## src/design/ndn_fib_pkg.sv

```systemverilog
package ndn_fib_pkg;

    // Name prefix, MSB-aligned
    localparam int PREFIX_W   = 64;
    // Prefix length in bits, 0 to 63
    localparam int LEN_W      = 6;
    // Hash value, selects a table column
    localparam int HASH_W     = 8;
    // One table row per prefix length
    localparam int NUM_LENS   = 64;
    localparam int TABLE_COLS = 1 << HASH_W;
    // Fixed payload size of a forwarded data packet
    localparam int DATA_BYTES = 16;
    localparam int BYTE_CNT_W = 5;

    typedef logic [PREFIX_W-1:0] prefix_t;
    typedef logic [LEN_W-1:0]    plen_t;
    typedef logic [HASH_W-1:0]   hash_t;
    typedef logic [7:0]          byte_t;

    // Route learner
    typedef enum logic [1:0] {
        learn_idle,
        learn_hashing,
        learn_writing
    } learn_state_t;

    // Longest-prefix search, three cycles per probed length
    typedef enum logic [1:0] {
        lookup_idle,
        lookup_hashing,
        lookup_reading,
        lookup_checking
    } lookup_state_t;

    typedef enum logic [1:0] {
        fwd_idle,
        fwd_query,
        fwd_transfer
    } fwd_state_t;

endpackage

```

## src/design/prefix_hash.sv

```systemverilog
`timescale 1ns/1ps

module prefix_hash
    import ndn_fib_pkg::*;
(
    input  logic    clk,
    input  prefix_t prefix,
    input  plen_t   len,
    output hash_t   hash
);

    prefix_t masked;
    hash_t   folded;

    always_comb begin
        // Keep only the top len bits, len of zero keeps nothing
        masked = prefix & ~({PREFIX_W{1'b1}} >> len);
        // Fold the eight bytes together
        folded = '0;
        for (int i = 0; i < PREFIX_W / 8; i++) begin
            folded = folded ^ masked[i*8 +: 8];
        end
        // Mix in the length so equal bits at different lengths differ
        folded = folded ^ hash_t'(len);
    end

    // Result is valid one cycle after the inputs
    always_ff @(posedge clk) begin
        hash <= folded;
    end

endmodule

```

## src/design/fib_lpm_lookup.sv

```systemverilog
`timescale 1ns/1ps

module fib_lpm_lookup
    import ndn_fib_pkg::*;
(
    input  logic    clk,
    input  logic    rst,
    input  logic    lookup_valid,
    input  prefix_t lookup_prefix,
    input  plen_t   lookup_len,
    input  logic    rd_valid,
    output logic    lookup_busy,
    output plen_t   rd_len,
    output hash_t   rd_hash,
    output logic    result_valid,
    output logic    result_hit,
    output plen_t   result_len
);

    lookup_state_t state;
    prefix_t       prefix_q;
    // Length currently being probed, counts down
    plen_t         cur_len;

    // Own hash unit, separate from the learner
    prefix_hash u_hash (
        .clk    (clk),
        .prefix (prefix_q),
        .len    (cur_len),
        .hash   (rd_hash)
    );

    // Table address follows the probe
    assign rd_len      = cur_len;
    assign lookup_busy = (state != lookup_idle);

    always_ff @(posedge clk) begin
        if (rst) begin
            state        <= lookup_idle;
            result_valid <= 1'b0;
        end else begin
            result_valid <= 1'b0;
            case (state)
                lookup_idle: begin
                    if (lookup_valid) begin
                        state <= lookup_hashing;
                    end
                end
                // Hash register loads at the end of this cycle
                lookup_hashing: state <= lookup_reading;
                // Table read register loads at the end of this cycle
                lookup_reading: state <= lookup_checking;
                lookup_checking: begin
                    if (rd_valid || cur_len == '0) begin
                        // Hit, or nothing left to shorten
                        result_valid <= 1'b1;
                        state        <= lookup_idle;
                    end else begin
                        state <= lookup_hashing;
                    end
                end
                default: state <= lookup_idle;
            endcase
        end
    end

    // Request latch and length countdown
    always_ff @(posedge clk) begin
        if (state == lookup_idle && lookup_valid) begin
            prefix_q <= lookup_prefix;
            cur_len  <= lookup_len;
        end else if (state == lookup_checking && !rd_valid && cur_len != '0) begin
            cur_len <= cur_len - 1'b1;
        end
    end

    // Result payload, a miss leaves cur_len at zero
    always_ff @(posedge clk) begin
        if (state == lookup_checking) begin
            result_hit <= rd_valid;
            result_len <= cur_len;
        end
    end

endmodule

```

## config.mk

```make
export PLATFORM = sky130hd
export DESIGN_NAME = fib_lpm_lookup
export DESIGN_NICKNAME = d
export VERILOG_FILES = /design/src/design/ndn_fib_pkg.sv /design/src/design/prefix_hash.sv /design/src/design/fib_lpm_lookup.sv
export SDC_FILE = /design/constraint.sdc
export NUM_CORES = 1
export LEC_CHECK = 0
export CAP_MARGIN = 20
export CORE_MARGIN = 8
export CORE_UTILIZATION = 30
export CTS_BUF_LIST = sky130_fd_sc_hd__clkbuf_8
export CTS_CLUSTER_DIAMETER = 150
export DETAILED_ROUTE_END_ITERATION = 10
export DONT_BUFFER_PORTS = 1
export PLACE_DENSITY = 0.48
export SETUP_SLACK_MARGIN = 0.02
export SLEW_MARGIN = 20
export SYNTH_ARGS = -nofsm -noshare
export SYNTH_HDL_FRONTEND = slang
export SYNTH_SLANG_ARGS = --single-unit
export TNS_END_PERCENT = 100
```

## constraint.sdc

```tcl
create_clock -name clk -period 4.05 [get_ports clk]
set_clock_uncertainty 0.05 [all_clocks]
set_input_delay 0 -clock clk [delete_from_list [all_inputs] [get_ports clk]]
set_output_delay 0 -clock clk [all_outputs]
set_load 0.005 [all_outputs]
```

==> impl_metrics.ini, run 1 <==
[floorplanning]
die_w_um = 136.8
dieArea_um2 = 18710
start_util_pct = 30.46
die_height_um = 136.8
row_count = 44
coreArea_um2 = 14370
io_pins = 97

[yosys]
seq_area_frac_synth_pct = 57.18
synth_edf_count = 76
synth-main-ff-cell = edfxtp_1
synthTopCellsByArea = edfxtp_1 52%, dfxtp_1 5.0%, xnor2_1 4.2%
syn-num-nets = 459
synthDominantCellAreaShare_pct = 52.14
ys_async_sr_fraction_pct = 0
postSynthAreaPerCell_um2 = 11.64
ys_seq_elements = 87
syn-cell-area_um2 = 4377
yosys.cell_types.count = 56
yosysTopAreaCell = edfxtp_1
synth_warnings = 0
synthCells = 376

[worst_setup_path]
crit_fanout = 20
crit_family = buffers and inverters
cp.depth = 6
cp-end-kind = register
arrival_ps = 2910
crit_end = state[0]
r2r-start = rd_len[5]
cp-startpoint = rd_len[5]
reg2regPathDepth = 6
r2r_end = state[0]
slowest_delay_ps = 800
path_cells = buf_4 -> nor3_1 -> a21oi_1 -> nand2_1 -> a221oi_1 -> dlygate4sd3_1
reg2reg_slack_ps = 1420
startpoint_type = register
crit_slowest_cell = edfxtp_1
path_class = register to register
critical_path_required_ps = 4320
crit_buf_inv = 2

[route]
first_pass_iters = 4
antenna_left = 0
route.detailed.drc = 0
wirelength_mm = 11.27
post_drt_wl_per_cell_um = 17.78
drt-initial-drc-count = 139
via_per_inst = 4.981
via_count = 3158

[global_routing]
grt_max_degree = 47
track_usage_pct = 12.65
grt_pass1_wl_mm = 17.73
overflow = 0
antenna_found_initial = 0
grt_pass1_vias = 3269

[sta]
worst_slew_pin_slew_ps = 1006
max_freq_mhz = 379.5
hold_ws_ps = 147.0
drv_slew = 0
tns_ps = 0
period_needed_ps = 2635
setup_slack_ps = 1415
timing.final.crit_share_pct = 65.06
slew_headroom_pct = 32.92
setup_viol = 0
final_hold_viol_count = 0
rsz0062_at_grt = false

[clocking]
cts_sinks = 87
clock_path_buffers = 2
htreeDepth = 3
cts_buffers = 9
cts_setup_buffers = 0
cts_tree = built
clkLatencyLatePin_ps = 380
root_buffer = clkbuf_8
path_clk_slew_ps = 80
ctsResizeCount = 0

[power_and_ir_drop]
p_total_uw = 3799
ir_worst_vdd_mv = 0.3035
p_leak_uw = 0.001926
power.density_nw_per_um2 = 698.2

[placement]
place_hpwl_mm = 7.709
globalplace.congestion = 0.7344
port_buffers = 0
dp_slack_ps = 1417

[cells_and_area]
final_cell_mix = 76 x edfxtp_1, 73 x dlygate4sd3_1, 38 x nand2_1, 27 x o21ai_0, 21 x xnor2_1
drive_gt1_share_pct = 6.667
antenna_cells = 0
nets = 528
layout_commonest_cell = edfxtp_1
syn2layout_area_growth_pct = 24.33

[hold_path]
holdCritPathClass = input port to register

[run_status]
status = finished clean

[job]
cap_violations = 0
-- Yosys cell counts (all sizes together), types with 4 or more instances --
cell and instances:
o221ai 5, edfxtp 76, o31ai 4, nor3 6
nand3 13, a32oi 4, a21oi 15, inv 11
a31oi 4, mux2i 10, nand2 38, nor2b 6
clkbuf 5, maj3 4, a21o 9, ha 9
nor2 11, xor2 13, dfxtp 11, o21ai 28
nand2b 5, xnor2 21, buf 17
-- logic make-up (layout without fill, tap and decap cells) --
| logic type | after synthesis | after routing | synth area share [%] |
|---|---|---|---|
| compound gates | 99 | 99 | 15.27 |
| simple gates | 99 | 99 | 11.12 |
| flops | 87 | 87 | 57.18 |
| xor+xnor | 34 | 34 | 6.804 |
| buf+inv | 33 | 107 | 3.602 |
| fa+ha+maj | 13 | 13 | 3.488 |
| mux | 11 | 11 | 2.544 |
-- layer usage --
metal	global-route usage, %	wire length (um)
met2	21.36	5537
met4	4.647	161
met3	4.919	736
met1	14.21	4837
met5	0	0
-- stage by stage --
step / cell area, um2 / utilization (%) / std cells
floorplan: 4377 / - / 376
global placement: 4546 / 31.64 / 545
detailed placement: 4546 / 31.64 / 545
CTS: 5441 / 37.87 / 634
global route: 5441 / 37.87 / 634
finish: 5441 / 37.87 / 634
-- worst min path at each step --
| stage | from | to | slack [ps] | depth (start not counted) |
|---|---|---|---|---|
| floorplan | rst | state[1] | 20 | 1 |
| global placement | rst | state[1] | 30 | 1 |
| detailed placement | rst | state[1] | 30 | 1 |
| CTS | lookup_valid | prefix_q[10] | 120 | 1 |
| global route | lookup_valid | prefix_q[58] | 140 | 1 |
| finish | lookup_valid | prefix_q[5] | 150 | 1 |
-- sequential cells by signal, summed over array words and instances, names as in the netlist --
| signal | count |
|---|---|
| state | 2 |
| result_len | 6 |
| prefix_q | 63 |
| result_hit | 1 |
| rd_len | 6 |
| u_hash.hash | 8 |
| result_valid | 1 |
-- repair_timing --
item	CTS	global route
setup endpoints to repair	0	0
endpoints found under the hold margin	73	0
hold buffers	73	0
-- cell type report --
class | instances | area (um2)
fillers | 1396 | 8927
flip-flops and latches | 87 | 2502
multi-input cells | 256 | 1719
repair buffers | 80 | 783.3
well taps | 184 | 230.2
clock buffers | 9 | 123.9
clock inverters | 7 | 41.29
inverters | 11 | 41.29
-- power by group --
group          internal (uW)  leakage [uW]  switching (uW)
combinational            734       0.00103             944
clock                    218     0.0000880             321
sequential              1320      0.000810             260
Note: power is estimated with default switching activity, not from simulation.
==> run 2: changes to the inputs <==
Clock period 4.05 ns to 2.5 ns, I/O delays scaled along.
==> run 2 against run 1 <==
Effect of this change: routed wire length increased by 0.15%; setup slack worse by 1200 ps; flip-flop and latch count is the same; total power rose by 70%; critical endpoint is now u_hash.hash[3]; largest cell class unchanged; largest power group unchanged.
==> impl_metrics.ini, run 2 (synthesis results as in run 1) <==
[run_status]
status = finished clean

[cells_and_area]
syn2layout_area_growth_pct = 27.30
largest_reg_flops = 63
drive_gt1_share_pct = 9.111
regMostFlops = prefix_q
fillers = 1408
layout_commonest_cell = edfxtp_1
reg.largest.list = prefix_q: 63 flops, u_hash.hash: 8 flops
nets = 539
antenna_cells = 0
final_cell_mix = 76 x edfxtp_1, 73 x dlygate4sd3_1, 38 x nand2_1, 27 x o21ai_0, 21 x xnor2_1

[worst_setup_path]
critical_path_required_ps = 2760
cp-end-kind = register
crit_fanout = 6
r2r_end = u_hash.hash[3]
r2r-start = rd_len[0]
reg2regPathDepth = 9
arrival_ps = 2580
startpoint_type = register
path_class = register to register
reg2reg_slack_ps = 170

[route]
post_drt_wl_per_cell_um = 17.50
wirelength_mm = 11.29
via_per_inst = 4.969
first_pass_iters = 4
via_count = 3205
route.detailed.drc = 0
antenna_left = 0
drt-initial-drc-count = 188

[sta]
setup_viol = 0
rsz0062_at_grt = false
worst_slew_pin_slew_ps = 536.7
hold_ws_ps = 196.1
final_hold_viol_count = 0
slew_headroom_pct = 64.09
period_needed_ps = 2325
timing.final.crit_share_pct = 93.00
drv_slew = 0
tns_ps = 0
max_freq_mhz = 430.1

[clocking]
clock_path_buffers = 2
path_clk_slew_ps = 90
cts_sinks = 87
root_buffer = clkbuf_8
htreeDepth = 3
cts_tree = built
clkLatencyLatePin_ps = 380
cts_buffers = 9

[global_routing]
track_usage_pct = 12.43
grt_max_degree = 39
overflow = 0
antenna_found_initial = 0
grt_pass1_vias = 3333
grt_pass1_wl_mm = 17.56

[placement]
place_hpwl_mm = 7.972
port_buffers = 0
globalplace.congestion = 0.7633

[job]
cap_violations = 0

[floorplanning]
row_count = 44
die_height_um = 136.8
io_pins = 97
coreArea_um2 = 14370
dieArea_um2 = 18710
start_util_pct = 30.46
die_w_um = 136.8

[power_and_ir_drop]
p_leak_uw = 0.001998
power.density_nw_per_um2 = 1161
ir_worst_vdd_mv = 0.4868

[hold_path]
hold_depth = 1
min_delay_worst_endpoint = prefix_q[39]
holdCritPathClass = input port to register
worstHoldStart = lookup_prefix[39]
## run 2: critical path, cell delays in order, from the launching register on
cell and delay [ps]:
edfxtp_1 510, inv_1 220, ha_1 200, inv_1 70, ha_1 260, a31oi_1 190, o22ai_1 90, a221oi_1 300
xor2_1 210, xnor2_1 150
## run 2: worst max path at each step
stage | end | startpoint | depth (start not counted)
5_1_grt | u_hash.hash[3] | rd_len[0] | 9
4_1_cts | u_hash.hash[3] | rd_len[0] | 9
3_5_place_dp | u_hash.hash[7] | rd_len[0] | 8
6_report | u_hash.hash[3] | rd_len[0] | 9
3_3_place_gp | u_hash.hash[1] | rd_len[2] | 6
2_1_floorplan | rd_len[0] | state[0] | 5
## run 2: routing by layer
| layer | part of all wire, % | global-route usage (%) |
|---|---|---|
| met2 | 49 | 20.89 |
| met4 | 1.7 | 4.466 |
| met1 | 43 | 14.07 |
| met3 | 5.9 | 4.809 |
| met5 | 0 | 0 |
## run 2: power by group
part / switching [uW] / internal [uW]
Combinational: 1670 / 1280
Sequential: 322 / 2140
Clock: 504 / 555
## run 2: cell type report
cell class	count	area [um2]	share of cell area (%)
clock inverter	7	88.84	1.594
clock buffer	9	123.9	2.223
timing repair buffer	91	863.3	15.50
multi-input combinational	256	1722	30.90
sequential	87	2502	44.91
inverter	11	41.29	0.7411
tap	184	230.2	4.132
## run 2: per-stage QoR
step / utilization [%] / worst slack (ps) / area [um2] / power (uW) / cells
after global routing: 38.78 / 24.27 / 5572 / 6981 / 645
after global placement: 32.16 / 273.3 / 4621 / 5251 / 555
after floorplan: - / 329.5 / 4378 / 4608 / 376
after detailed placement: 32.16 / 207.4 / 4621 / 5351 / 555
after CTS: 38.72 / 193.4 / 5564 / 6547 / 644
final: 38.78 / 175.0 / 5572 / 6468 / 645
## run 2: what timing repair did
action | in CTS | in global routing
resized for setup | 0 | 1
setup buffers | 0 | 1
hold endpoints to repair | 80 | 0
hold buffers | 73 | 0
setup endpoints to repair | 0 | 2
