===== src/design/ndn_fib_pkg.sv =====
package ndn_fib_pkg;

    // Name prefix, MSB-aligned
    localparam int PREFIX_W   = 64;
    // Prefix length in bits, 0 to 63
    localparam int LEN_W      = 6;
    // Hash value, selects a table column
    localparam int HASH_W     = 8;
    // One table row per prefix length
    localparam int NUM_LENS   = 64;
    localparam int TABLE_COLS = 1 << HASH_W;
    // Fixed payload size of a forwarded data packet
    localparam int DATA_BYTES = 16;
    localparam int BYTE_CNT_W = 5;

    typedef logic [PREFIX_W-1:0] prefix_t;
    typedef logic [LEN_W-1:0]    plen_t;
    typedef logic [HASH_W-1:0]   hash_t;
    typedef logic [7:0]          byte_t;

    // Route learner
    typedef enum logic [1:0] {
        learn_idle,
        learn_hashing,
        learn_writing
    } learn_state_t;

    // Longest-prefix search, three cycles per probed length
    typedef enum logic [1:0] {
        lookup_idle,
        lookup_hashing,
        lookup_reading,
        lookup_checking
    } lookup_state_t;

    typedef enum logic [1:0] {
        fwd_idle,
        fwd_query,
        fwd_transfer
    } fwd_state_t;

endpackage


===== src/design/prefix_hash.sv =====
`timescale 1ns/1ps

module prefix_hash
    import ndn_fib_pkg::*;
(
    input  logic    clk,
    input  prefix_t prefix,
    input  plen_t   len,
    output hash_t   hash
);

    prefix_t masked;
    hash_t   folded;

    always_comb begin
        // Keep only the top len bits, len of zero keeps nothing
        masked = prefix & ~({PREFIX_W{1'b1}} >> len);
        // Fold the eight bytes together
        folded = '0;
        for (int i = 0; i < PREFIX_W / 8; i++) begin
            folded = folded ^ masked[i*8 +: 8];
        end
        // Mix in the length so equal bits at different lengths differ
        folded = folded ^ hash_t'(len);
    end

    // Result is valid one cycle after the inputs
    always_ff @(posedge clk) begin
        hash <= folded;
    end

endmodule


===== src/design/fib_route_learner.sv =====
`timescale 1ns/1ps

module fib_route_learner
    import ndn_fib_pkg::*;
(
    input  logic    clk,
    input  logic    rst,
    input  logic    take,
    input  prefix_t prefix,
    input  plen_t   len,
    output logic    wr_en,
    output plen_t   wr_len,
    output hash_t   wr_hash
);

    learn_state_t state;
    prefix_t      prefix_q;
    plen_t        len_q;

    // Hash of the latched prefix, ready one cycle after the latch
    prefix_hash u_hash (
        .clk    (clk),
        .prefix (prefix_q),
        .len    (len_q),
        .hash   (wr_hash)
    );

    // Latch the packet name whenever the forwarder takes a packet
    always_ff @(posedge clk) begin
        if (take) begin
            prefix_q <= prefix;
            len_q    <= len;
        end
    end

    always_ff @(posedge clk) begin
        if (rst) begin
            state <= learn_idle;
        end else if (take) begin
            // A new take can land on the write cycle of the previous one
            state <= learn_hashing;
        end else begin
            case (state)
                learn_hashing: state <= learn_writing;
                learn_writing: state <= learn_idle;
                default:       state <= learn_idle;
            endcase
        end
    end

    // Single-cycle write with the hash now settled
    assign wr_en  = (state == learn_writing);
    assign wr_len = len_q;

endmodule


===== config.mk =====
export PLATFORM = sky130hd
export DESIGN_NAME = fib_route_learner
export DESIGN_NICKNAME = d
export VERILOG_FILES = /design/src/design/ndn_fib_pkg.sv /design/src/design/prefix_hash.sv /design/src/design/fib_route_learner.sv
export SDC_FILE = /design/constraint.sdc
export NUM_CORES = 1
export LEC_CHECK = 0
export ABC_AREA = 1
export BUFFER_PORTS_ARGS = -buffer_cell sky130_fd_sc_hd__buf_2
export CORE_ASPECT_RATIO = 1.5
export CORE_MARGIN = 3
export CORE_UTILIZATION = 30
export DETAILED_ROUTE_END_ITERATION = 12
export GPL_TIMING_DRIVEN = 0
export PLACE_DENSITY = 0.6
export SLEW_MARGIN = 20
export SYNTH_ARGS = -nofsm -noshare
export SYNTH_HDL_FRONTEND = slang
export SYNTH_SLANG_ARGS = --single-unit

===== constraint.sdc =====
create_clock -name clk -period 1.8 [get_ports clk]
set_input_delay 0.18 -clock clk [delete_from_list [all_inputs] [get_ports clk]]
set_output_delay 0.18 -clock clk [all_outputs]
set_load 0.01 [all_outputs]

==> flow_summary.toml, run 1 <==
[synthesis]
synth_edf_count = 69
yosys_warnings = 0
syn_area_per_cell_sq_um = 8.39
synthTopCellsByCount = "nand2_1, edfxtp_1, nand3_1"
synth_flop_cell = "edfxtp_1"
yosysMostFrequentCell = "nand2_1"
synth_top_area_share_pct = 49.9
async_reset_ff_share_pct = 0
synthesis.nets = 568
synthesis.area_sq_um = 4150
synth_top_cell_by_area = "edfxtp_1"
ys_types = 30
synthTopCellsByArea = "edfxtp_1, nand2_1, nand3_1, dfxtp_1, inv_1"
syn_inst = 495
synth_seq_area_share_pct = 54.7
ys_seq_elements = 79

[die]
io_pins = 88
die_area_sq_um = 15300
fp.coreArea_sq_um = 13500
row_count = 52
fp.dieW_um = 102
die_h_um = 150
start_util_pct = 30.7

[routing]
dr_total_vias = 3748
routedWlPerCell_um = 14.2
drt_iter0_drc = 214
postRouteAntennaNets = 0
drt_first_pass_iters = 4
routed_wl_um = 11100
vias_per_cell = 4.81
drc = 0

[cells_and_area]
n_fill_cell = 1301
nets = 685
diodes = 0
area_delta_synth_final_pct = 34.4
stdcell_area_sq_um = 5580
drive_above_1_share_pct = 31.6

[run_status]
status = "completed"

[power]
leakage_uw = 0.00260
power_density_nw_per_um2 = 991
irDropWorstVdd_mv = 0.651

[clock_tree]
numClockSinks = 79
htree_levels = 3
numCtsBuffers = 9
clkTransAtPathRegs_ns = 0.06
cts_buffer_depth = 2
cts_tree = "yes"
clockRootBuffer = "clkbuf_16"
clk_latency_ns = 0.34

[timing]
max_freq_mhz = 576
drv_slew = 0
skew_ns = 0.00689
timing.final.crit_period_ns = 1.74
rsz0062_at_grt = "yes"
finalHoldViolCount = 0
post-route-period-util_pct = 96.4
slew_headroom_pct = 75.5
holdWs_ns = 0.00795
setup_violations = 0
worst_pin_slew_ns = 0.364
fin_tns_setup_ns = 0

[worst_setup_path]
startpoint = "wr_len[4]$_DFFE_PP_"
worstPathMaxFanout = 8
cp_slowest_stage_delay_ns = 0.52
critPathTopFamily = "simple AND/OR/NAND/NOR gates"
critical_path.slowest_cell = "edfxtp_1"
cp_common_cell = "nand2_1"
cp-end-kind = "flip-flop"
worst_ep_required_time_ns = 2.03
worstSetupPathType = "reg -> reg"
arrival_ns = 1.97
r2r-start = "wr_len[4]$_DFFE_PP_"
crit_buf_inv = 4
cp-start-kind = "flip-flop"
path_cells = "buf_6 > nor2_4 > buf_12 > buf_6 > a21oi_1 > nand2_1 > nand2_1 > nand2_1 > nand2_1 > inv_1 > nand2_1 > nand3_1 > nand2_1"

[placed_design]
dp_hpwl_um = 8070
io_buffers = 86
dpl_cell_area_sq_um = 4810
routabilityCongestion = 0.902

[job]
maxCapViolations = 0

[global_route]
grt_overflow = 0
track_usage_pct = 14.4
grt_max_degree = 47
grt_pass1_vias = 3637
antenna_found_initial = 0
grt_pass1_wl_um = 16900

[hold_path]
hold_path.class = "in -> reg"
hp-start = "rst"
[path summary, 6_finish.rpt]
path                       endpoint  slack, ns  cells after the start
max          u_hash.hash[1]$_DFF_P_       0.06                     13
min             state[0]$_SDFF_PP0_      0.008                      2
max reg2reg  u_hash.hash[1]$_DFF_P_       0.06                     13
min reg2reg     state[1]$_SDFF_PP0_       0.45                      2
[worst reg2reg max path, stage by stage (launching register included)]
cell	delay [ns]
edfxtp_1	0.52
buf_6	0.19
nor2_4	0.10
buf_12	0.14
buf_6	0.10
a21oi_1	0.07
nand2_1	0.10
nand2_1	0.06
nand2_1	0.05
nand2_1	0.07
inv_1	0.06
nand2_1	0.05
nand3_1	0.07
nand2_1	0.05
[flip-flops by register name, summed over array words and instances, names as in the netlist]
register and cells:
wr_len 6, prefix_q 63, state 2, u_hash.hash 8
[per-layer routing]
layer	up-vias	share of wire (%)	global-route usage (%)
met3	22	5.0	2.75
li1	1861	-	-
met5	-	0	0
met1	1749	40	16.9
met2	116	53	24.4
met4	0	2.6	7.42
[kinds of logic (layout without fill, tap and decap cells)]
group | after synthesis | after routing | share of synthesized area (%)
buffers and inverters | 61 | 183 | 5.97
and+or+nand+nor | 319 | 319 | 33.0
DFF | 79 | 79 | 54.7
AOI/OAI and AO/OA | 18 | 18 | 2.50
xor gates and xnor gates | 18 | 18 | 3.80
[metrics by stage]
| stage | setup WS, ns | instances | power, uW | util (%) |
|---|---|---|---|---|
| after CTS | -0.0120 | 765 | 5430 | 38.5 |
| after detailed placement | -0.0897 | 744 | 3310 | 35.5 |
| after global placement | -0.0498 | 743 | 3280 | 35.4 |
| after floorplan | 0.179 | 495 | 2940 | - |
| after global routing | -0.0777 | 779 | 5790 | 41.2 |
| final | 0.0645 | 779 | 5530 | 41.2 |
[layout make-up]
type,count,area (sq um),area share [%]
Sequential cell,79,2270,40.7
Multi-Input combinational cell,355,1840,33.0
Timing Repair Buffer,106,633,11.3
Clock buffer,9,225,4.03
Tap cell,162,203,3.63
Inverter,49,186,3.34
Clock inverter,7,119,2.13
Buffer,12,101,1.82
[where the power goes]
group,switching (uW),internal (uW),total (uW)
sequential,82.8,2200,2280
clock,727,1360,2090
combinational,699,463,1160
[cell usage in the layout (no fill, tap or decap), drive strengths merged]
master / netlist / layout
bufinv: 0 / 3
a21boi: 1 / 1
clkbuf: 2 / 11
a21oi: 5 / 5
or2: 2 / 2
xnor2: 7 / 7
dfxtp: 10 / 10
buf: 10 / 115
dlygate4sd3: 0 / 1
nand2: 204 / 204
clkinv: 0 / 1
nand4: 12 / 12
o21ai: 8 / 8
o21a: 1 / 1
nand3: 68 / 68
nor3: 1 / 1
nand2b: 2 / 2
nor2: 27 / 27
o21bai: 2 / 2
xor2: 11 / 11
edfxtp: 69 / 69
nand3b: 3 / 3
clkinvlp: 0 / 1
inv: 49 / 51
a31o: 1 / 1
[what timing repair did]
item / 4_1_cts / 5_1_grt
hold endpoints to repair: 0 / 1
setup buffers: 5 / 12
resized for setup: 12 / 81
hold buffers: 0 / 1
endpoints found under the setup margin: 6 / 8
gates cloned: 0 / 1
pin swaps: 0 / 18
Note: power is estimated with default switching activity, not from simulation.
==> inputs of run 2 (changes only) <==
BUFFER_PORTS_ARGS = default   (was -buffer_cell sky130_fd_sc_hd__buf_2)
DONT_BUFFER_PORTS = 1   (was default)
PLACE_DENSITY = 0.55   (was 0.6)
==> run 2 against run 1 <==
The flow now finishes with violations (negative hold slack, negative setup slack). Total power fell by 3.9%. Sequential power grew 3%. Global-route usage increased by 0.63 points. First-iteration DRC count increased by 8.4%. Core utilization up 0.50 points. Non-clock buffer count decreased by 26. Highest routed layer unchanged.
==> flow_summary.toml, run 2 (synthesis gave the netlist of run 1 again) <==
[routing]
dr_total_vias = 3577
vias_per_cell = 4.75
drt_iter0_drc = 232
postRouteAntennaNets = 0
routed_wl_um = 11000
drt_first_pass_iters = 6
drc = 0
routedWlPerCell_um = 14.6

[cells_and_area]
area_delta_synth_final_pct = 36.1
nets = 659
layout_commonest_cell = "nand2_1"
multi_input_area_sq_um = 1780
top_register = "prefix_q"
diodes = 0
n_fill_cell = 1336
final_cell_mix = "nand2_1, dlygate4sd3_1, edfxtp_1, nand3_1, inv_1"
largest_reg_flops = 63
drive_above_1_share_pct = 13.7
seq_area_sq_um = 2270
fin_util_pct = 41.7

[timing]
setup_violations = 8
slew_headroom_pct = 59.8
drv_slew = 0
setup_ws_ns = -0.0680
max_freq_mhz = 535
holdWs_ns = -0.0494
worst_pin_slew_ns = 0.603
skew_ns = 0.00618
fin_tns_setup_ns = -0.243
rsz0062_at_grt = "yes"
timing.final.crit_period_ns = 1.87
post-route-period-util_pct = 104
finalHoldViolCount = 17

[worst_setup_path]
cp-end-kind = "flip-flop"
arrival_ns = 2.10
cp-start-kind = "flip-flop"
path_cells = "inv_2 > buf_4 > nand2_1 > nand3_1 > xor2_1 > nand2b_1 > nand2_2 > inv_1 > nand2_1 > nand2_1"
r2r-start = "wr_len[3]$_DFFE_PP_"
cp_slowest_stage_delay_ns = 0.73
ff2ff_setup_slack_ns = -0.07
reg2reg_depth = 10
critical_path.slowest_cell = "edfxtp_1"
cp_common_cell = "nand2_1"
worstPathMaxFanout = 7
worst_ep_required_time_ns = 2.03
rr_endpoint = "u_hash.hash[4]$_DFF_P_"
worstSetupPathType = "reg -> reg"

[die]
row_count = 52
fp.dieW_um = 102
start_util_pct = 30.7
die_area_sq_um = 15300
fp.coreArea_sq_um = 13500
die_h_um = 150
io_pins = 88

[job]
maxCapViolations = 0

[global_route]
grt_pass1_vias = 3594
track_usage_pct = 15.0
antenna_found_initial = 0
grt_max_degree = 72
grt_overflow = 0
grt_pass1_wl_um = 17400

[clock_tree]
cts_tree = "yes"
clkTransAtPathRegs_ns = 0.07
htree_levels = 3
clk_latency_ns = 0.34
numClockSinks = 79
clockRootBuffer = "clkbuf_16"
postCtsHoldBufs = 72
cts_buffer_depth = 2
numCtsBuffers = 9

[run_status]
status = "complete, but fails checks"
violations = "negative hold slack, negative setup slack"

[hold_path]
hp-start = "take"
hold_path.class = "in -> reg"
min_to = "prefix_q[61]$_DFFE_PP_"
min_path_cells = 0

[power]
irDropWorstVdd_mv = 0.518
leakage_uw = 0.00247
power_density_nw_per_um2 = 941

[placed_design]
dp_hpwl_um = 7710
routabilityCongestion = 0.882
io_buffers = 0
## run 2: cell types whose count changed in the layout (fill, tap and decap cells not counted), sizes merged
cell / previous run / this run
buf: 115 / 18
bufinv: 3 / 2
clkbuf: 11 / 12
clkinv: 1 / 0
clkinvlp: 1 / 2
dlygate4sd3: 1 / 72
## run 2: worst max-delay path, delay by kind of cell, from the launching register on
family,cells,cell delay (ns)
and+or+nand+nor,6,0.48
buffers and inverters,3,0.39
DFF,1,0.73
xor gates and xnor gates,1,0.15
## run 2: stage by stage
step | setup WS (ns) | cells | hold WS (ns) | instance area (sq um) | power (uW)
global route | -0.177 | 753 | -0.0653 | 5650 | 5600
global placement | -0.170 | 657 | 0.252 | 4350 | 3110
detailed placement | -0.217 | 657 | 0.254 | 4350 | 3140
finish | -0.0680 | 753 | -0.0494 | 5650 | 5320
CTS | -0.00714 | 749 | -0.0608 | 5510 | 5320
floorplan | 0.179 | 495 | 0.251 | 4150 | 2940
## run 2: repair_timing
action | 4_1_cts | 5_1_grt
buffers inserted | 4 | 4
gates resized for setup | 34 | 28
endpoints found under the setup margin | 8 | 8
endpoints found under the hold margin | 140 | 69
pin swaps | 6 | 10
## run 2: routing by layer
metal / track usage [%] / part of all wire, % / up-vias
met5: 0 / 0 / -
met4: 7.22 / 2.8 / 0
met3: 3.73 / 4.8 / 22
met2: 25.6 / 52 / 94
met1: 17.2 / 40 / 1649
li1: - / - / 1812
## run 2: how the worst max path moves through the flow
| stage | start | endpoint | slack (ns) | depth (start not counted) |
|---|---|---|---|---|
| 4_1_cts | wr_len[4]$_DFFE_PP_ | u_hash.hash[6]$_DFF_P_ | -0.007 | 12 |
| 6_report | wr_len[3]$_DFFE_PP_ | u_hash.hash[4]$_DFF_P_ | -0.07 | 10 |
| 2_1_floorplan | wr_len[1]$_DFFE_PP_ | u_hash.hash[3]$_DFF_P_ | 0.18 | 13 |
| 3_3_place_gp | wr_len[1]$_DFFE_PP_ | u_hash.hash[3]$_DFF_P_ | -0.17 | 13 |
| 5_1_grt | wr_len[3]$_DFFE_PP_ | u_hash.hash[0]$_DFF_P_ | -0.18 | 7 |
| 3_5_place_dp | wr_len[1]$_DFFE_PP_ | u_hash.hash[3]$_DFF_P_ | -0.22 | 13 |
## run 2: area by class of cell
| class | instances | share of cell area [%] |
|---|---|---|
| clock buffers | 10 | 4.05 |
| repair buffers | 80 | 13.9 |
| inverters | 49 | 3.26 |
| clock inverters | 6 | 1.64 |
| well taps | 162 | 3.59 |
| flip-flops and latches | 79 | 40.2 |
| plain buffers | 12 | 1.93 |
| multi-input cells | 355 | 31.4 |
## run 2: power breakdown
part           switching, uW  internal, uW
logic                    560           422
clock network            763          1230
registers                145          2200
total                   1470          3850
