<file path="src/design/ndn_fib_pkg.sv">
package ndn_fib_pkg;

    // Name prefix, MSB-aligned
    localparam int PREFIX_W   = 64;
    // Prefix length in bits, 0 to 63
    localparam int LEN_W      = 6;
    // Hash value, selects a table column
    localparam int HASH_W     = 8;
    // One table row per prefix length
    localparam int NUM_LENS   = 64;
    localparam int TABLE_COLS = 1 << HASH_W;
    // Fixed payload size of a forwarded data packet
    localparam int DATA_BYTES = 16;
    localparam int BYTE_CNT_W = 5;

    typedef logic [PREFIX_W-1:0] prefix_t;
    typedef logic [LEN_W-1:0]    plen_t;
    typedef logic [HASH_W-1:0]   hash_t;
    typedef logic [7:0]          byte_t;

    // Route learner
    typedef enum logic [1:0] {
        learn_idle,
        learn_hashing,
        learn_writing
    } learn_state_t;

    // Longest-prefix search, three cycles per probed length
    typedef enum logic [1:0] {
        lookup_idle,
        lookup_hashing,
        lookup_reading,
        lookup_checking
    } lookup_state_t;

    typedef enum logic [1:0] {
        fwd_idle,
        fwd_query,
        fwd_transfer
    } fwd_state_t;

endpackage

</file>
<file path="src/design/content_forwarder.sv">
`timescale 1ns/1ps

module content_forwarder
    import ndn_fib_pkg::*;
(
    input  logic    clk,
    input  logic    rst,
    input  logic    data_ready,
    input  prefix_t data_prefix,
    input  plen_t   data_len,
    input  logic    pit_accept,
    input  logic    pit_reject,
    input  logic    in_byte_valid,
    input  byte_t   in_byte,
    output logic    fwd_busy,
    output logic    take,
    output logic    query_valid,
    output prefix_t query_prefix,
    output plen_t   query_len,
    output logic    out_byte_valid,
    output byte_t   out_byte
);

    localparam logic [BYTE_CNT_W-1:0] LAST_BYTE = BYTE_CNT_W'(DATA_BYTES - 1);

    fwd_state_t            state;
    logic [BYTE_CNT_W-1:0] byte_cnt;

    // New packet only while idle, the learner shares this strobe
    assign take        = data_ready && (state == fwd_idle);
    assign fwd_busy    = (state != fwd_idle);
    // Query held until the PIT answers
    assign query_valid = (state == fwd_query);

    always_ff @(posedge clk) begin
        if (take) begin
            query_prefix <= data_prefix;
            query_len    <= data_len;
        end
    end

    always_ff @(posedge clk) begin
        if (rst) begin
            state          <= fwd_idle;
            byte_cnt       <= '0;
            out_byte_valid <= 1'b0;
        end else begin
            out_byte_valid <= 1'b0;
            case (state)
                fwd_idle: begin
                    if (take) begin
                        state <= fwd_query;
                    end
                end
                fwd_query: begin
                    // Reject wins over accept
                    if (pit_reject) begin
                        state <= fwd_idle;
                    end else if (pit_accept) begin
                        byte_cnt <= '0;
                        state    <= fwd_transfer;
                    end
                end
                fwd_transfer: begin
                    // Source may pause, no back-pressure on the output
                    if (in_byte_valid) begin
                        out_byte_valid <= 1'b1;
                        byte_cnt       <= byte_cnt + 1'b1;
                        if (byte_cnt == LAST_BYTE) begin
                            state <= fwd_idle;
                        end
                    end
                end
                default: state <= fwd_idle;
            endcase
        end
    end

    // Byte pipeline, one cycle from input to output
    always_ff @(posedge clk) begin
        if (state == fwd_transfer && in_byte_valid) begin
            out_byte <= in_byte;
        end
    end

endmodule

</file>
<file path="config.mk">
export PLATFORM = sky130hd
export DESIGN_NAME = content_forwarder
export DESIGN_NICKNAME = d
export VERILOG_FILES = /design/src/design/ndn_fib_pkg.sv /design/src/design/content_forwarder.sv
export SDC_FILE = /design/constraint.sdc
export NUM_CORES = 1
export LEC_CHECK = 0
export BUFFER_PORTS_ARGS = -buffer_cell sky130_fd_sc_hd__buf_2
export CAP_MARGIN = 25
export CELL_PAD_IN_SITES_DETAIL_PLACEMENT = 1
export CELL_PAD_IN_SITES_GLOBAL_PLACEMENT = 2
export CORE_MARGIN = 3
export CORE_UTILIZATION = 26
export CTS_BUF_LIST = sky130_fd_sc_hd__clkbuf_2
export CTS_CLUSTER_SIZE = 14
export DETAILED_ROUTE_END_ITERATION = 16
export PLACE_DENSITY = 0.8
export SYNTH_ARGS = -nofsm -noshare
export SYNTH_HDL_FRONTEND = slang
export SYNTH_SLANG_ARGS = --single-unit
</file>
<file path="constraint.sdc">
create_clock -name clk -period 3.8 [get_ports clk]
set_input_delay 0.38 -clock clk [delete_from_list [all_inputs] [get_ports clk]]
set_output_delay 0.38 -clock clk [all_outputs]
set_load 0.02 [all_outputs]
</file>
==> qor.yml, run 1 <==
wire_per_inst_um: 15.86
fp.dieH_um: 109.1
start_util_pct: 26.77
core_mm2: 0.01032
grt_usage_pct: 13.53
min_path_cells: 2
drcViolationCount: 0
io_pins: 166
setup_violations: 0
final_antenna_net_count: 0
synth_area_mm2: 0.002764
grt_max_degree: 30
grt_use_met2_pct: 24.96
vias: 2099
power.density_mw_per_mm2: 382.4
grt_pass1_vias: 2275
dp_hpwl_um: 5358
post-place-ws_ns: 1.602
port-buffer-count: 165
synth-main-ff-cell: "edfxtp_1"
final.setup.tns_ns: 0
wirelength_um: 8280
h-tree-depth: 3
ir_drop_v: 0.0001587
grtUsageMet1_pct: 13.55
worst_pin_slew_ns: 0.7439
crit_arrival_ns: 2.22
placedCellCount: 428
holdCritPathClass: "primary input to register"
crit_path_start_kind: "register"
num_rows: 37
synth_common_cells: "78 x edfxtp_1, 8 x dfxtp_1, 6 x nand3_1"
viasPerCell: 4.021
antenna_found_initial: 0
yosysMostFrequentCell: "edfxtp_1"
rsz0062_at_grt: "false"
cts.clk_slew.worst_paths_ns: 0.23
crit_path_max_fanout: 25
syn_to_final_growth_pct: 68.40
drive_above_1_share_pct: 48.96
slew_violations: 0
skew_ns: 0.02448
fp.dieArea_mm2: 0.01190
fin_crit_ns: 2.596
synth_cell_types: 23
yosys-top-cells-area: "edfxtp_1 85%, dfxtp_1 5.8%, nand3_1 1.1%, and4bb_2 0.91%, ha_1 0.91%"
drtPass1Iterations: 4
r2r_cells: 3
drt-initial-drc-count: 84
gp_congestion: 0.7405
status: "complete, no violations"
antennaDiodeCount: 0
numCtsBuffers: 9
tritoncts: "yes"
timing.max_cap.violations: 0
die_w_um: 109.1
cts_max_path_buffers: 2
path_class: "register to primary output"
syn_inst: 126
p_leak_nw: 1.967
final_nets: 467
stdcell_count: 522
period_share_pct: 68.32
met3_usage_pct: 4.677
crit_path_end_kind: "primary output"
worst_skew_pair.late_latency_ns: 0.50
ys_async_sr_fraction_pct: 0
root_buffer: "clkbuf_2"
yosysSeqAreaShare_pct: 90.54
grt.busiest_layer: "met2"
cts_sinks: 86
synth-seq-cells: 86
grt_pass1_wl_um: 11790
fmax_mhz: 385.2
synth_top_area_share_pct: 84.74
setup_slack_ns: 1.204
synth_top_area_cell: "edfxtp_1"
synth_fp_nets: 212
synth-edff-count: 78
yosys_warnings: 0
hold_violations: 0
syn_avg_cell_area_um2: 21.94
total_power_mw: 1.780
grt-ovfl-total: 0
required_ns: 3.42
max-slew-margin-rel_pct: 50.29
==> sequential cells by signal, summed over array words and instances (netlist names) <==
| signal | count |
|---|---|
| out_byte | 8 |
| out_byte_valid | 1 |
| query_prefix | 64 |
| state | 2 |
| byte_cnt | 5 |
| query_len | 6 |
==> metrics by stage <==
| stage | hold slack [ns] | util [%] | instance area, µm² |
|---|---|---|---|
| 6_report | 0.1210 | 45.09 | 4654 |
| 5_1_grt | 0.04640 | 45.09 | 4654 |
| 4_1_cts | 0.00005157 | 44.99 | 4644 |
| 3_5_place_dp | 0.4839 | 36.60 | 3779 |
| 3_3_place_gp | 0.4739 | 36.60 | 3779 |
| 2_1_floorplan | 0.4608 | - | 2766 |
==> cell type report <==
cell class	instances	area, µm²
Timing Repair Buffer	246	1629
Tap cell	136	170.2
Clock inverter	6	45.04
Multi-Input combinational cell	34	242.7
Sequential cell	86	2502
Inverter	4	15.01
Fill cell	1089	5669
Clock buffer	10	50.05
==> layout by cell type (no fill, tap or decap) <==
cell	synthesis	layout
clkbuf_2	0	10
nor3_1	1	1
nand2_1	2	2
nand3_1	6	6
nor2_4	0	1
clkinv_2	0	1
nand3b_4	1	1
and2b_1	1	1
ha_1	2	2
nand4bb_1	1	1
nand2b_1	1	1
edfxtp_1	78	78
and3_1	1	1
or2_2	1	1
nor2_1	4	3
buf_2	0	165
or3_1	1	1
inv_1	4	4
inv_6	0	2
nor2b_1	1	1
nand4b_1	1	1
dfxtp_1	8	8
a21oi_1	4	4
and4bb_2	2	2
dlygate4sd3_1	0	78
a31oi_1	3	3
clkinvlp_4	0	3
mux2i_1	1	1
buf_4	1	3
==> worst max-delay path, stage by stage (launching register included) <==
cell and delay [ns]:
dfxtp_1 0.45, or2_2 0.37, nor2_4 0.58, buf_2 0.30
==> path summary, 6_finish.rpt <==
path / start / endpoint / slack (ns)
setup / recovery: state[1] / take / 1.20
setup reg to reg: state[1] / query_prefix[32] / 1.59
hold / removal: rst / state[1] / 0.12
hold reg to reg: byte_cnt[1] / byte_cnt[1] / 0.51
==> layer usage <==
| metal | part of all wire, % | wire (µm) |
|---|---|---|
| met1 | 35 | 2905 |
| met5 | 0 | 0 |
| met2 | 52 | 4319 |
| met4 | 2.1 | 178 |
| met3 | 11 | 877 |
==> cells by family after synthesis <==
kind of cell	share of synthesized area, %
AO/OA/AOI/OAI	1.403
adder cells (fa/ha/maj)	0.9052
buffers and inverters	0.9505
flip-flops	90.54
multiplexers	0.3622
AND/OR/NAND/NOR	5.840
==> what timing repair did <==
| item | CTS | global route |
|---|---|---|
| endpoints found under the setup margin | 0 | 0 |
| endpoints found under the hold margin | 77 | 1 |
| buffers inserted | 0 | 0 |
| hold buffers | 77 | 1 |
| gates resized for setup | 0 | 0 |
==> report_power, final <==
part	switching [mW]	internal, mW	total (mW)
Combinational	0.143	0.123	0.266
Clock	0.312	0.0919	0.404
Sequential	0.0155	1.09	1.11
Total	0.471	1.31	1.78
(Power assumes the default switching activity.)
==> inputs of run 2 (changes only) <==
--- a/config.mk
+++ b/config.mk
@@ -5,16 +5,17 @@
 export SDC_FILE = /design/constraint.sdc
 export NUM_CORES = 1
 export LEC_CHECK = 0
+export ABC_AREA = 1
 export BUFFER_PORTS_ARGS = -buffer_cell sky130_fd_sc_hd__buf_2
 export CAP_MARGIN = 25
 export CELL_PAD_IN_SITES_DETAIL_PLACEMENT = 1
 export CELL_PAD_IN_SITES_GLOBAL_PLACEMENT = 2
 export CORE_MARGIN = 3
-export CORE_UTILIZATION = 26
+export CORE_UTILIZATION = 28
 export CTS_BUF_LIST = sky130_fd_sc_hd__clkbuf_2
 export CTS_CLUSTER_SIZE = 14
 export DETAILED_ROUTE_END_ITERATION = 16
-export PLACE_DENSITY = 0.8
+export PLACE_DENSITY = 0.83
 export SYNTH_ARGS = -nofsm -noshare
 export SYNTH_HDL_FRONTEND = slang
 export SYNTH_SLANG_ARGS = --single-unit
==> constraint.sdc (replaced) <==
create_clock -name clk -period 2.7 [get_ports clk]
set_input_delay 0.27 -clock clk [delete_from_list [all_inputs] [get_ports clk]]
set_output_delay 0.27 -clock clk [all_outputs]
set_load 0.02 [all_outputs]
==> run 2 against run 1 <==
Register-to-register slack got worse by 0.60 ns. Combinational power up 100%. Clock-buffer cell count down 1. Sequential power increased by 47%. Die area down 4.1%. Area after synthesis is 3.0% higher. Cell area up 2.8%. Final cell count is 5.7% higher. Clock power up 49%. Utilization is 3.7 points higher. First-iteration DRC count down 37%. Clock skew shrank 0.0029 ns.
==> qor.yml, run 2 <==
status: "complete, no violations"
vias: 2244  # +6.9%
wire_per_inst_um: 15.76  # -0.63%
max-slew-margin-rel_pct: 71.78  # +21 points
worst_skew_pair.late_latency_ns: 0.52  # +0.02 ns
synth_top_area_cell: "edfxtp_1"
viasPerCell: 4.065  # +1.1%
synth-edff-count: 78  # unchanged
dp_hpwl_um: 5604  # +4.6%
synth_cell_types: 15  # -35%
ir_drop_v: 0.0002364  # +49%
path_class: "register to primary output"
io_pins: 166  # unchanged
antennaDiodeCount: 0  # unchanged
setup_violations: 0  # unchanged
cts.clk_slew.worst_paths_ns: 0.24  # about the same
syn_avg_cell_area_um2: 18.48  # -16%
intPower_mw: 1.946  # +49%
crit_path_start_kind: "register"
port-buffer-count: 165  # unchanged
period_share_pct: 79.45
critical_path_buf_inv_count: 2  # +1
final_cell_mix: "165 x buf_2, 81 x dlygate4sd3_1, 78 x edfxtp_1, 16 x nand2_1, 13 x inv_1"
hold_violations: 0  # unchanged
grt_usage_pct: 15.37  # +1.8 points
slew_violations: 0  # unchanged
die_w_um: 106.8  # -2.1%
fp.dieH_um: 106.8  # -2.1%
ctsResizeCount: 0  # unchanged
yosys_warnings: 0  # unchanged
clkPwrFrac_pct: 21.7  # -1.0 points
yosysSeqAreaShare_pct: 87.91  # -2.6 points
grt-ovfl-total: 0  # unchanged
stdcell_count: 552  # +5.7%
ys_async_sr_fraction_pct: 0  # unchanged
p_sw_mw: 0.8190  # +74%
cts_max_path_buffers: 2  # unchanged
num_rows: 36  # -2.7%
synth-seq-cells: 86  # unchanged
tritoncts: "yes"
power.density_mw_per_mm2: 577.5  # +51%
crit_path_end_kind: "primary output"
top_register: "query_prefix"
core_mm2: 0.009819  # -4.9%
fillers: 1065  # -2.2%
root_buffer: "clkbuf_2"
largest_reg_flops: 64  # unchanged
fp.dieArea_mm2: 0.01141  # -4.1%
syn_to_final_growth_pct: 68.18
numCtsBuffers: 9  # unchanged
max_stage_delay_ns: 0.43  # -0.15 ns
required_ns: 2.43  # -0.99 ns
p_comb_share_pct: 19.5  # +4.5 points
timing.max_cap.violations: 0  # unchanged
drt-initial-drc-count: 53  # -37%
reg_top3: "query_prefix: 64 flops, out_byte: 8 flops, query_len: 6 flops"
rsz0062_at_grt: "false"
h-tree-depth: 3  # unchanged
antenna_found_initial: 0  # unchanged
synth_common_cells: "78 x edfxtp_1, 16 x nand2_1, 14 x inv_1"
final.setup.tns_ns: 0  # unchanged
critPathSlowestCell: "dfxtp_1"
netSwitchingFraction_pct: 29.63  # +3.2 points
cts_sinks: 86  # unchanged
wirelength_um: 8701  # +5.1%
crit_arrival_ns: 1.88  # -0.34 ns
synth-main-ff-cell: "edfxtp_1"
synth_area_mm2: 0.002846  # +3.0%
fmax_mhz: 466.1
skew_ns: 0.02161  # -0.002874 ns
final_antenna_net_count: 0  # unchanged
grt_pass1_wl_um: 13230  # +12%
final_common_cell: "buf_2"
cp_top_family: "buffers and inverters"
grt_max_degree: 29  # -3.3%
drive_above_1_share_pct: 46.54  # -2.4 points
gp_congestion: 0.7234  # -2.3%
crit_path_max_fanout: 19  # -24%
yosys-top-cells-area: "edfxtp_1 82%, dfxtp_1 5.6%, nand2_1 2.1%, inv_1 1.8%, nand3_1 1.6%"
synth_fp_nets: 240  # +13%
p_leak_nw: 2.078  # +5.6%
start_util_pct: 28.99  # +2.2 points
synth_top_area_share_pct: 82.29  # -2.5 points
worst_pin_slew_ns: 0.4226  # -0.3212 ns
yosysMostFrequentCell: "edfxtp_1"
seqPwrFrac_pct: 58.8  # -3.5 points
drtPass1Iterations: 4  # unchanged
grt_pass1_vias: 2452  # +7.8%
holdCritPathClass: "primary input to register"
placedCellCount: 455  # +6.3%
syn_inst: 154  # +22%
fin_crit_ns: 2.145
drcViolationCount: 0  # unchanged
final_nets: 500  # +7.1%
crit_chain: "nor2_1 -> nand2_1 -> inv_2 -> buf_2"
## run 2: changes by cell type after synthesis, moves of 2 or more
cell	change
a31oi_1	-3
and4bb_2	-2
inv_1	+10
inv_2	+2
nand2_1	+14
nand2_2	+2
nand2_4	+2
nand3_1	+3
nand3_2	+2
nor2_1	+6
nor2_4	+2
## run 2: cells by family after synthesis
family	Yosys count	share of synthesized area, %
buf+inv	16	2.110
simple gates	44	7.912
fa+ha+maj	2	0.8790
compound gates	6	1.187
flops	86	87.91
## run 2: worst paths after layout
path / start / endpoint / slack [ns] / cells after the start
worst min register to register: byte_cnt[1] / byte_cnt[1] / 0.54 / 2
worst max register to register: state[1] / query_prefix[38] / 0.99 / 4
worst min-delay path: pit_reject / state[0] / 0.11 / 4
worst max-delay path: state[1] / take / 0.55 / 4
## run 2: timing repair
item	4_1_cts	5_1_grt
hold buffers	81	0
endpoints found under the hold margin	80	0
buffers inserted	0	0
## run 2: layout make-up
cell class / count / area, µm² / share of cell area (%)
Tap cell: 133 / 166.4 / 3.476
Multi-Input combinational cell: 52 / 284.0 / 5.933
Timing Repair Buffer: 249 / 1672 / 34.92
Clock buffer: 9 / 45.04 / 0.9409
Inverter: 16 / 60.06 / 1.255
Clock inverter: 7 / 57.56 / 1.202
Sequential cell: 86 / 2502 / 52.27
## run 2: worst reg2reg max path: cells and delay by family (launching register included)
kind                   cells  cell delay (ns)
flip-flops                 1             0.43
buffers and inverters      2             0.66
AND/OR/NAND/NOR            2             0.34
## run 2: power groups by stage
| stage | combinational [mW] | sequential, mW | clock [mW] |
|---|---|---|---|
| after floorplan | 0.109 | 1.79 | 0 |
| after global placement | 0.435 | 1.65 | 0 |
| after detailed placement | 0.443 | 1.66 | 0 |
| after CTS | 0.536 | 1.62 | 0.632 |
| after global routing | 0.585 | 1.64 | 0.690 |
| final | 0.538 | 1.63 | 0.600 |
## run 2: through the flow
step           total power, mW  util, %  area [µm²]  hold slack [ns]  worst slack, ns
2_1_floorplan            1.898        -        2846           0.3391           0.1830
3_3_place_gp             2.084    39.45        3874           0.4466            1.088
3_5_place_dp             2.099    39.45        3874           0.4487            1.013
4_1_cts                  2.793    48.75        4787          0.02841           0.4754
5_1_grt                  2.911    48.75        4787          0.07033           0.3390
6_report                 2.765    48.75        4787           0.1135           0.5547
## run 2: metal layers
| layer | wire (µm) | share of wire, % | track usage [%] |
|---|---|---|---|
| met4 | 105 | 1.2 | 3.836 |
| met1 | 3429 | 39 | 17.19 |
| met5 | 0 | 0 | 0 |
| met2 | 4432 | 51 | 28.10 |
| met3 | 734 | 8.4 | 5.117 |
==> inputs of run 3 (changes only) <==
==> constraint.sdc (replaced) <==
create_clock -name clk -period 2.25 [get_ports clk]
set_input_delay 0.225 -clock clk [delete_from_list [all_inputs] [get_ports clk]]
set_output_delay 0.225 -clock clk [all_outputs]
set_load 0.02 [all_outputs]
==> run 3 against run 2 <==
Via count rose by 1.4%. Critical endpoint unchanged. Utilization rose by 0.61 points. First-iteration DRC count rose by 98%.
==> qor.yml, run 3 (synthesized netlist as in run 2, its figures left out) <==
drcViolationCount: 0  # unchanged
fp.dieArea_mm2: 0.01141  # unchanged
fillers: 1074  # +0.85%
root_buffer: "clkbuf_2"
numCtsBuffers: 9  # unchanged
final_common_cell: "buf_2"
holdCritPathClass: "primary input to register"
final_nets: 503  # +0.60%
worst_pin_slew_ns: 0.5220  # +0.09938 ns
intPower_mw: 2.550  # +31%
tritoncts: "yes"
slew_violations: 0  # unchanged
gp_congestion: 0.7325  # +1.3%
critical_path_buf_inv_count: 2  # unchanged
p_leak_nw: 2.102  # +1.2%
top_register: "query_prefix"
vias: 2275  # +1.4%
seqPwrFrac_pct: 55.8  # -3.0 points
crit_path_end_kind: "primary output"
grt_usage_pct: 16.81  # +1.4 points
post-place-ws_ns: 0.3927  # -0.6203 ns
cts_max_path_buffers: 2  # unchanged
dp_hpwl_um: 5707  # +1.8%
syn_to_final_growth_pct: 70.29
status: "complete, no violations"
skew_ns: 0.01882  # -0.002793 ns
drt-initial-drc-count: 105  # +98%
viasPerCell: 4.099  # +0.83%
netSwitchingFraction_pct: 27.34  # -2.3 points
antennaDiodeCount: 0  # unchanged
core_mm2: 0.009819  # unchanged
fin_crit_ns: 1.982
finish.utilization_pct: 49.36  # +0.61 points
ir_drop_v: 0.0003056  # +29%
design_area_mm2: 0.004847  # +1.3%
timing.max_cap.violations: 0  # unchanged
hold_slack_ns: 0.1404  # +0.02690 ns
final.setup.tns_ns: 0  # unchanged
worst_skew_pair.late_latency_ns: 0.51  # about the same
max-slew-margin-rel_pct: 65.01  # -6.8 points
setup_slack_ns: 0.2677  # -0.2870 ns
clkPwrFrac_pct: 25.4  # +3.7 points
io_pins: 166  # unchanged
rsz0062_at_grt: "false"
grt_pass1_vias: 2558  # +4.3%
p_sw_mw: 0.9592  # +17%
fmax_mhz: 504.5
crit_path_max_fanout: 4  # -15
h-tree-depth: 3  # unchanged
power.density_mw_per_mm2: 723.9  # +25%
crit_path_start_kind: "register"
final_antenna_net_count: 0  # unchanged
drtPass1Iterations: 4  # unchanged
path_class: "register to primary output"
start_util_pct: 28.99  # unchanged
wirelength_um: 9487  # +9.0%
cts.clk_slew.worst_paths_ns: 0.22  # -0.02 ns
antenna_found_initial: 0  # unchanged
multi_input_area_um2: 284.0  # unchanged
drive_above_1_share_pct: 46.68  # +0.14 points
port-buffer-count: 165  # unchanged
grt_max_degree: 30  # +3.4%
crit_chain: "nor2_1 -> nand2_1 -> clkinvlp_4 -> buf_2"
grt_pass1_wl_um: 14190  # +7.2%
wire_per_inst_um: 17.09  # +8.4%
num_rows: 36  # unchanged
hold_violations: 0  # unchanged
required_ns: 2.03  # -0.40 ns
largest_reg_flops: 64  # unchanged
period_share_pct: 88.10
final-seq-area_mm2: 0.002502  # unchanged
crit_arrival_ns: 1.76  # -0.12 ns
final_cell_mix: "165 x buf_2, 82 x dlygate4sd3_1, 78 x edfxtp_1, 16 x nand2_1, 13 x inv_1"
die_w_um: 106.8  # unchanged
fp.dieH_um: 106.8  # unchanged
max_stage_delay_ns: 0.50  # +0.07 ns
setup_violations: 0  # unchanged
cp_top_family: "flip-flops"
critPathSlowestCell: "dfxtp_1"
cts_sinks: 86  # unchanged
grt-ovfl-total: 0  # unchanged
p_comb_share_pct: 18.8  # -0.7 points
place_area_mm2: 0.003877  # about the same
reg_top3: "query_prefix: 64 flops, out_byte: 8 flops, query_len: 6 flops"
==> run 3: cell count changes in the layout (fill, tap and decap cells not counted), sizes merged <==
cell,previous run,this run
dlygate4sd3,81,82
inv,19,15
buf,168,169
clkinv,3,4
bufinv,0,2
clkbuf,9,10
clkinvlp,1,2
==> run 3: path summary, 6_finish.rpt <==
check / startpoint / end / slack, ns / cells after the start
max: state[1] / take / 0.27 / 4
min: pit_reject / state[1] / 0.14 / 5
max reg2reg: state[1] / query_len[2] / 0.48 / 5
min reg2reg: byte_cnt[4] / byte_cnt[4] / 0.52 / 2
==> run 3: area by class of cell <==
cell class | instances | share of cell area (%)
Timing Repair Buffer | 251 | 34.85
Timing Repair inverter | 1 | 0.1033
Multi-Input combinational cell | 52 | 5.860
Clock buffer | 10 | 1.033
Inverter | 16 | 1.316
Clock inverter | 6 | 1.781
Sequential cell | 86 | 51.63
Tap cell | 133 | 3.433
==> run 3: worst register-to-register path, delay by kind of cell, from the launching register on <==
| kind | cells | cell delay [ns] |
|---|---|---|
| buf+inv | 3 | 0.67 |
| simple gates | 2 | 0.41 |
| flops | 1 | 0.43 |
==> run 3: what timing repair did <==
item / CTS / global route
hold buffers: 82 / 0
endpoints found under the setup margin: 1 / 0
buffers inserted: 1 / 0
resized for setup: 0 / 0
endpoints found under the hold margin: 86 / 0
==> run 3: power by group through the flow <==
stage               Combinational [mW]  Clock (mW)  Sequential, mW
CTS                              0.658       0.932            1.95
finish                           0.660       0.892            1.96
floorplan                        0.133           0            2.14
global route                     0.712        1.01            1.97
detailed placement               0.533           0            1.99
global placement                 0.519           0            1.98
==> run 3: routing by layer <==
layer,global-route usage (%),share of wire (%)
met5,0,0
met3,5.780,8.2
met1,17.82,38
met4,4.658,0.84
met2,31.47,53
==> run 3: through the flow <==
step / cells / power [mW]
after floorplan: 154 / 2.276
after global placement: 455 / 2.499
after detailed placement: 455 / 2.520
after CTS: 555 / 3.541
after global routing: 555 / 3.690
final: 555 / 3.509
